==> config.mk <==
export PLATFORM = sky130hd
export DESIGN_NAME = usb_ping_top
export DESIGN_NICKNAME = d
export VERILOG_FILES = /design/src/rtl/usb_hs_pkg.sv /design/src/rtl/usb_ep_pkg.sv /design/src/rtl/usb_ping_top.sv /design/src/rtl/usb_hs_encoder.sv /design/src/rtl/usb_ping_fsm.sv /design/src/rtl/usb_ep_space_counter.sv /design/src/rtl/usb_ep_halt_regs.sv
export SDC_FILE = /design/constraint.sdc
export NUM_CORES = 2
export LEC_CHECK = 0
export BUFFER_PORTS_ARGS = -buffer_cell sky130_fd_sc_hd__buf_2
export CAP_MARGIN = 20
export CORE_MARGIN = 1
export CORE_UTILIZATION = 57
export DETAILED_ROUTE_END_ITERATION = 10
export MAX_ROUTING_LAYER = met4
export PLACE_DENSITY = 0.73
export SLEW_MARGIN = 10
export SYNTH_ARGS = -nofsm -noshare
export SYNTH_HDL_FRONTEND = slang
export SYNTH_SLANG_ARGS = --single-unit
==> constraint.sdc <==
create_clock -name clk_i -period 8.7 [get_ports clk_i]
set_clock_uncertainty 0.05 [all_clocks]
set_input_delay 1.74 -clock clk_i [delete_from_list [all_inputs] [get_ports clk_i]]
set_output_delay 1.74 -clock clk_i [all_outputs]
set_load 0.005 [all_outputs]
==> src/rtl/usb_hs_pkg.sv <==
// handshake kinds, handshake PID bytes and PING FSM state encoding
package usb_hs_pkg;

    // answer decided for a ping
    typedef enum logic [1:0] {
        HS_NONE  = 2'd0,
        HS_ACK   = 2'd1,
        HS_NAK   = 2'd2,
        HS_STALL = 2'd3
    } hs_kind_e;

    // full pid bytes, check nibble in the upper half
    localparam logic [7:0] PID_ACK   = 8'hD2;
    localparam logic [7:0] PID_NAK   = 8'h5A;
    localparam logic [7:0] PID_STALL = 8'h1E;

    typedef enum logic [2:0] {
        IDLE     = 3'd0,
        LOOKUP   = 3'd1,
        DECIDE   = 3'd2,
        RESPOND  = 3'd3,
        COMPLETE = 3'd4
    } ping_state_e;

endpackage

==> src/rtl/usb_ep_pkg.sv <==
// endpoint number and byte count types shared by the endpoint-side blocks
package usb_ep_pkg;

    // endpoint field width from the usb token format
    localparam int EP_ADDR_W = 4;

    // wide enough for a 1024 byte buffer
    localparam int BYTE_CNT_W = 11;

    typedef logic [EP_ADDR_W-1:0] ep_num_t;

    // free space, write length and drain length
    typedef logic [BYTE_CNT_W-1:0] byte_cnt_t;

endpackage
==> src/rtl/usb_ping_top.sv <==
// top level of the PING flow-control block connecting halt, space, FSM and encoder
module usb_ping_top
    import usb_ep_pkg::*;
    import usb_hs_pkg::*;
#(
    parameter int NUM_EP    = 16,
    parameter int BUF_BYTES = 512,
    parameter int MAX_PKT   = 512
) (
    input  logic        clk_i,
    input  logic        rst_n_i,
    input  logic        ping_i,
    input  ep_num_t     ping_ep_i,
    input  logic        halt_set_i,
    input  logic        halt_clr_i,
    input  ep_num_t     halt_ep_i,
    input  logic        wr_i,
    input  ep_num_t     wr_ep_i,
    input  byte_cnt_t   wr_len_i,
    input  logic        drain_i,
    input  ep_num_t     drain_ep_i,
    input  byte_cnt_t   drain_len_i,
    output logic        hs_valid_o,
    output logic [7:0]  hs_pid_o,
    output logic        busy_o,
    output ping_state_e ping_state_o
);

    ep_num_t   lookup_ep;
    logic      ep_halted;
    byte_cnt_t ep_free;
    logic      hs_load;
    hs_kind_e  hs_kind;

    usb_ep_halt_regs #(
        .NUM_EP (NUM_EP)
    ) u_halt_regs (
        .clk_i       (clk_i),
        .rst_n_i     (rst_n_i),
        .halt_set_i  (halt_set_i),
        .halt_clr_i  (halt_clr_i),
        .halt_ep_i   (halt_ep_i),
        .lookup_ep_i (lookup_ep),
        .ep_halted_o (ep_halted)
    );

    usb_ep_space_counter #(
        .NUM_EP    (NUM_EP),
        .BUF_BYTES (BUF_BYTES)
    ) u_space_counter (
        .clk_i       (clk_i),
        .rst_n_i     (rst_n_i),
        .wr_i        (wr_i),
        .wr_ep_i     (wr_ep_i),
        .wr_len_i    (wr_len_i),
        .drain_i     (drain_i),
        .drain_ep_i  (drain_ep_i),
        .drain_len_i (drain_len_i),
        .lookup_ep_i (lookup_ep),
        .ep_free_o   (ep_free)
    );

    usb_ping_fsm #(
        .MAX_PKT (MAX_PKT)
    ) u_ping_fsm (
        .clk_i        (clk_i),
        .rst_n_i      (rst_n_i),
        .ping_i       (ping_i),
        .ping_ep_i    (ping_ep_i),
        .ep_halted_i  (ep_halted),
        .ep_free_i    (ep_free),
        .lookup_ep_o  (lookup_ep),
        .hs_load_o    (hs_load),
        .hs_kind_o    (hs_kind),
        .busy_o       (busy_o),
        .ping_state_o (ping_state_o)
    );

    usb_hs_encoder u_hs_encoder (
        .clk_i      (clk_i),
        .rst_n_i    (rst_n_i),
        .hs_load_i  (hs_load),
        .hs_kind_i  (hs_kind),
        .hs_valid_o (hs_valid_o),
        .hs_pid_o   (hs_pid_o)
    );

endmodule

==> src/rtl/usb_hs_encoder.sv <==
// handshake encoder that registers the PID byte with a one-cycle valid pulse
module usb_hs_encoder
    import usb_hs_pkg::*;
(
    input  logic       clk_i,
    input  logic       rst_n_i,
    input  logic       hs_load_i,
    input  hs_kind_e   hs_kind_i,
    output logic       hs_valid_o,
    output logic [7:0] hs_pid_o
);

    logic [7:0] pid_d;
    logic       send;

    always_comb begin
        case (hs_kind_i)
            HS_ACK:   pid_d = PID_ACK;
            HS_NAK:   pid_d = PID_NAK;
            HS_STALL: pid_d = PID_STALL;
            default:  pid_d = hs_pid_o;
        endcase
    end

    // a load with no decided kind sends nothing
    assign send = hs_load_i && (hs_kind_i != HS_NONE);

    always_ff @(posedge clk_i or negedge rst_n_i) begin
        if (!rst_n_i) begin
            hs_valid_o <= 1'b0;
            hs_pid_o   <= 8'h00;
        end else begin
            hs_valid_o <= send;
            // pid holds between responses
            if (send) begin
                hs_pid_o <= pid_d;
            end
        end
    end

endmodule

==> src/rtl/usb_ping_fsm.sv <==
// PING FSM that snapshots endpoint status on acceptance and decides the handshake
module usb_ping_fsm
    import usb_ep_pkg::*;
    import usb_hs_pkg::*;
#(
    parameter int MAX_PKT = 512
) (
    input  logic        clk_i,
    input  logic        rst_n_i,
    input  logic        ping_i,
    input  ep_num_t     ping_ep_i,
    input  logic        ep_halted_i,
    input  byte_cnt_t   ep_free_i,
    output ep_num_t     lookup_ep_o,
    output logic        hs_load_o,
    output hs_kind_e    hs_kind_o,
    output logic        busy_o,
    output ping_state_e ping_state_o
);

    localparam byte_cnt_t MAX_PKT_CNT = byte_cnt_t'(MAX_PKT);

    ping_state_e state_d;
    hs_kind_e    kind_d;
    logic        load_d;
    logic        accept;

    // snapshot taken on the accepting edge
    ep_num_t     ep_q;
    logic        halted_q;
    byte_cnt_t   free_q;
    logic        room_q;

    assign accept = (ping_state_o == IDLE) && ping_i;

    // follow the incoming ping while idle so the read sees pre-edge status
    assign lookup_ep_o = (ping_state_o == IDLE) ? ping_ep_i : ep_q;

    always_comb begin
        state_d = ping_state_o;
        kind_d  = hs_kind_o;
        load_d  = 1'b0;

        case (ping_state_o)
            IDLE: begin
                kind_d = HS_NONE;
                if (ping_i) begin
                    state_d = LOOKUP;
                end
            end
            LOOKUP: begin
                state_d = DECIDE;
            end
            DECIDE: begin
                if (halted_q) begin
                    kind_d = HS_STALL;
                end else if (room_q) begin
                    kind_d = HS_ACK;
                end else begin
                    kind_d = HS_NAK;
                end
                load_d  = 1'b1;
                state_d = RESPOND;
            end
            RESPOND: begin
                state_d = COMPLETE;
            end
            COMPLETE: begin
                kind_d  = HS_NONE;
                state_d = IDLE;
            end
            default: begin
                kind_d  = HS_NONE;
                state_d = IDLE;
            end
        endcase
    end

    always_ff @(posedge clk_i or negedge rst_n_i) begin
        if (!rst_n_i) begin
            ping_state_o <= IDLE;
            hs_kind_o    <= HS_NONE;
            hs_load_o    <= 1'b0;
            busy_o       <= 1'b0;
            ep_q         <= '0;
            halted_q     <= 1'b0;
            free_q       <= '0;
            room_q       <= 1'b0;
        end else begin
            ping_state_o <= state_d;
            hs_kind_o    <= kind_d;
            hs_load_o    <= load_d;
            busy_o       <= (state_d != IDLE);

            if (accept) begin
                ep_q     <= ping_ep_i;
                halted_q <= ep_halted_i;
                free_q   <= ep_free_i;
            end

            // room compare registered one stage ahead of the decision
            if (ping_state_o == LOOKUP) begin
                room_q <= (free_q >= MAX_PKT_CNT);
            end
        end
    end

endmodule

==> src/rtl/usb_ep_space_counter.sv <==
// per-endpoint saturating free-byte counters with a combinational read port
module usb_ep_space_counter
    import usb_ep_pkg::*;
#(
    parameter int NUM_EP    = 16,
    parameter int BUF_BYTES = 512
) (
    input  logic      clk_i,
    input  logic      rst_n_i,
    input  logic      wr_i,
    input  ep_num_t   wr_ep_i,
    input  byte_cnt_t wr_len_i,
    input  logic      drain_i,
    input  ep_num_t   drain_ep_i,
    input  byte_cnt_t drain_len_i,
    input  ep_num_t   lookup_ep_i,
    output byte_cnt_t ep_free_o
);

    localparam byte_cnt_t BUF_CNT = byte_cnt_t'(BUF_BYTES);

    byte_cnt_t free_q [NUM_EP];
    byte_cnt_t free_d [NUM_EP];

    function automatic byte_cnt_t sat_sub(byte_cnt_t a, byte_cnt_t b);
        return (a > b) ? byte_cnt_t'(a - b) : '0;
    endfunction

    // room left below the buffer size bounds the add, so no overflow
    function automatic byte_cnt_t sat_add(byte_cnt_t a, byte_cnt_t b);
        return (b >= byte_cnt_t'(BUF_CNT - a)) ? BUF_CNT : byte_cnt_t'(a + b);
    endfunction

    // write applied before drain when both hit one endpoint
    always_comb begin
        for (int i = 0; i < NUM_EP; i++) begin
            free_d[i] = free_q[i];
            if (wr_i && wr_ep_i == ep_num_t'(i)) begin
                free_d[i] = sat_sub(free_d[i], wr_len_i);
            end
            if (drain_i && drain_ep_i == ep_num_t'(i)) begin
                free_d[i] = sat_add(free_d[i], drain_len_i);
            end
        end
    end

    always_ff @(posedge clk_i or negedge rst_n_i) begin
        if (!rst_n_i) begin
            for (int i = 0; i < NUM_EP; i++) begin
                free_q[i] <= BUF_CNT;
            end
        end else begin
            for (int i = 0; i < NUM_EP; i++) begin
                free_q[i] <= free_d[i];
            end
        end
    end

    // out of range endpoints report no room
    always_comb begin
        ep_free_o = '0;
        for (int i = 0; i < NUM_EP; i++) begin
            if (lookup_ep_i == ep_num_t'(i)) begin
                ep_free_o = free_q[i];
            end
        end
    end

endmodule

==> src/rtl/usb_ep_halt_regs.sv <==
// per-endpoint halt bits with set and clear strobes and a combinational read port
module usb_ep_halt_regs
    import usb_ep_pkg::*;
#(
    parameter int NUM_EP = 16
) (
    input  logic    clk_i,
    input  logic    rst_n_i,
    input  logic    halt_set_i,
    input  logic    halt_clr_i,
    input  ep_num_t halt_ep_i,
    input  ep_num_t lookup_ep_i,
    output logic    ep_halted_o
);

    logic [NUM_EP-1:0] halt_q;

    // set wins when both strobes hit the same endpoint
    always_ff @(posedge clk_i or negedge rst_n_i) begin
        if (!rst_n_i) begin
            halt_q <= '0;
        end else begin
            for (int i = 0; i < NUM_EP; i++) begin
                if (halt_ep_i == ep_num_t'(i)) begin
                    if (halt_set_i) begin
                        halt_q[i] <= 1'b1;
                    end else if (halt_clr_i) begin
                        halt_q[i] <= 1'b0;
                    end
                end
            end
        end
    end

    // missing endpoints look halted so a ping there gets STALL
    always_comb begin
        ep_halted_o = 1'b1;
        for (int i = 0; i < NUM_EP; i++) begin
            if (lookup_ep_i == ep_num_t'(i)) begin
                ep_halted_o = halt_q[i];
            end
        end
    end

endmodule

==> reports/results.txt <==
DRC Markers: 0
Final setup viols: 0
first-pass GRT wire length: 149000 µm
H-tree lvl count: 1
P_leak: 16.1 nW
RSZ-0062 raised after global routing: no
total core area: 53800 µm²
post-synthesis adder-cell area fraction: 23.9%
sequential area share after synthesis: 17.2%
top-count cell post-synth: ha_1
reg2reg start: u_space_counter.free_q[14]$_DFF_PN0_
WL final: 93300 µm
CTS sink cnt: 213
Reg2Reg Setup Slack: 3.26 ns
die area: 55500 µm²
Die H: 236 µm
most instantiated cells after synthesis: ha_1, nand2_1, o21ai_0
post-synthesis compound-gate area fraction: 26.0%
critical path arrival: 7.37 ns
Post-Synth XOR/XNOR Area: 11.1%
die width: 236 µm
Pwr Total: 13.2 mW
hold_sp: u_hs_encoder.hs_pid_o[4]$_DFFE_PN0P_
Synth async-reset ratio: 100%
CTS tree: done
max-cap violation count: 0
Hold Crit Class: reg -> reg
Hold Vio Cnt, Final: 0
Hold Crit Depth: 1
TNS Setup: 0 ns
vias in the first global route: 27741
CTS clk-pin slew, worst paths: 0.06 ns
routability congestion estimate: 1.02
top_reg_cell synth: dfrtp_1
# fillers: 4789
worst vdd ir: 0.000221 V
Final Cycle Share: 79.3%
Max Buffers Root-to-Sink: 3
Post-Synth Simple-Gate Area: 15.9%
Worst Path Max Fanout: 12
post-DR wirelength/cell: 20.4 µm
WP data required: 9.17 ns
final net count: 4465
pin count of the biggest net entering global routing: 119
post-cts repair resize count: 0
total number of vias: 29022
fmax: 0.145 GHz
mean post-synth cell area: 8.24 µm²
Netlist Area Pre-Place: 31100 µm²
Routed Antenna Nets: 0
# hold bufs at CTS: 0
num rows: 85
Pre-antenna DRT Iters: 6
gr ovfl total: 0
I/O pin count: 58
final HPWL from detailed placement: 67200 µm
Synth Instances: 3772
Layout area overhead: 7.90%
initial antenna violation count: 4
critical path type: in -> reg
mux share of post-synthesis cell area: 2.04%
status: complete, no violations
main combinational cell family by area after synthesis: compound AO/OA/AOI/OAI gates
Pwr per Cell Area: 394 nW/µm²
Num CTS Buffers: 30
Clock Tree Root: clkbuf_16
clock latency on the worst-skew pair: 0.60 ns
Reg-to-Reg End: u_space_counter.free_q[13]$_DFF_PN0_
initial core utilization: 57.8%
actual slew at the worst max-slew pin: 1.17 ns
Yosys top cell area share: 21.9%
library cells used by synthesis: 100
Relative slew margins: 21.6%
fin crit period: 6.90 ns
share of cells above drive strength 1: 6.69%
Syn. warnings: 0
R2R cell count: 19
Setup crit start kind: input pin
Worst Setup End Kind: flip-flop
Synth area leaders: ha_1, dfrtp_1, xnor2_1
GRT Total Usage: 34.4%
Max Slew Vio Count: 0
1st-iter DRT viols: 2197
Vias/cell: 6.35
Port Buf Inserts: 55
WHS Endpoint: u_hs_encoder.hs_pid_o[4]$_DFFE_PN0P_
#FFs+latches synth: 213
EDFF count, synth: 0
post-synth top area cell: ha_1
Post-CTS Setup Inserts: 0
[worst max-delay path, cell delays in order]
cell and delay (ns):
buf_2 0.10, inv_1 0.48, buf_4 0.40, ha_1 0.32, nand3_1 0.14, nor4_1 0.09
a311oi_1 0.30, o31ai_2 0.17, nor2_1 0.67, a22oi_1 0.30, ha_1 0.33, o311ai_0 0.21
a221oi_1 0.10, a21boi_1 0.25, xor2_1 0.17, ha_1 0.25, and3_1 0.21, a21oi_1 0.14
nand3_1 0.10, a31oi_1 0.42, inv_1 0.25, o22ai_1 0.19
[power breakdown]
part / total [mW] / internal [mW] / switching (mW)
clock: 1.46 / 0.934 / 0.530
sequential: 1.83 / 1.42 / 0.406
combinational: 9.91 / 4.42 / 5.49
[layer usage]
metal	track usage (%)	part of all wire, %	vias up
met5	-	0	-
met4	14.2	4.9	0
met3	3.93	7.8	250
met2	53.4	44	1098
met1	45.3	44	13561
li1	-	-	14113
[worst max path at each step]
stage	from	endpoint	slack, ns
finish	wr_len_i[8]	u_space_counter.free_q[13]$_DFF_PN0_	1.80
global route	wr_len_i[1]	u_space_counter.free_q[120]$_DFF_PN0_	1.25
CTS	wr_len_i[1]	u_space_counter.free_q[76]$_DFF_PN0_	1.94
detailed placement	wr_len_i[1]	u_space_counter.free_q[76]$_DFF_PN0_	1.34
global placement	wr_len_i[1]	u_space_counter.free_q[76]$_DFF_PN0_	1.45
floorplan	wr_len_i[1]	u_space_counter.free_q[169]$_DFF_PN0_	1.74
[state kept, by name (all words and copies together) (netlist names)]
register / count
u_halt_regs.halt_q: 16
u_hs_encoder.hs_pid_o: 5
u_hs_encoder.hs_valid_o: 1
u_ping_fsm.busy_o: 1
u_ping_fsm.ep_q: 4
u_ping_fsm.free_q: 2
u_ping_fsm.halted_q: 1
u_ping_fsm.hs_kind_o: 2
u_ping_fsm.hs_load_o: 1
u_ping_fsm.ping_state_o: 3
u_ping_fsm.room_q: 1
u_space_counter.free_q: 176
[cells in the final DEF (no fill, tap or decap), drive strengths merged, types with 102 or more instances in the layout]
cell type	n
dfrtp	197
ha	543
nand2	274
inv	243
nor3	102
o21ai	296
nor2	251
xnor2	225
a21o	104
xor2	169
a21oi	247
buf	102
[cells by family after synthesis]
kind of cell / Yosys count
flip-flops: 213
XOR/XNOR: 394
multiplexers: 55
adder cells (fa/ha/maj): 575
buffers and inverters: 306
AND/OR/NAND/NOR: 1015
other: 1
AO/OA/AOI/OAI: 1213
[layout make-up]
type / instances / area (µm²) / share of cell area (%)
multi-input combinational: 3254 / 24600 / 73.2
sequential: 213 / 5350 / 16.0
inverter: 243 / 912 / 2.72
tap: 696 / 871 / 2.60
clock buffer: 36 / 815 / 2.43
timing repair buffer: 103 / 666 / 1.98
clock inverter: 20 / 350 / 1.04
antenna: 4 / 10.0 / 0.0298
[through the flow]
step | instances | hold WS, ns | utilization (%) | area, µm² | worst slack, ns
2_1_floorplan | 3773 | 0.421 | - | 31100 | 1.74
3_3_place_gp | 4506 | 0.407 | 60.1 | 32300 | 1.45
3_5_place_dp | 4506 | 0.422 | 60.1 | 32300 | 1.34
4_1_cts | 4562 | 0.439 | 62.3 | 33500 | 1.94
5_1_grt | 4568 | 0.463 | 62.3 | 33500 | 1.25
6_report | 4569 | 0.430 | 62.3 | 33500 | 1.80
No activity file was read; power rests on OpenSTA's default activity.
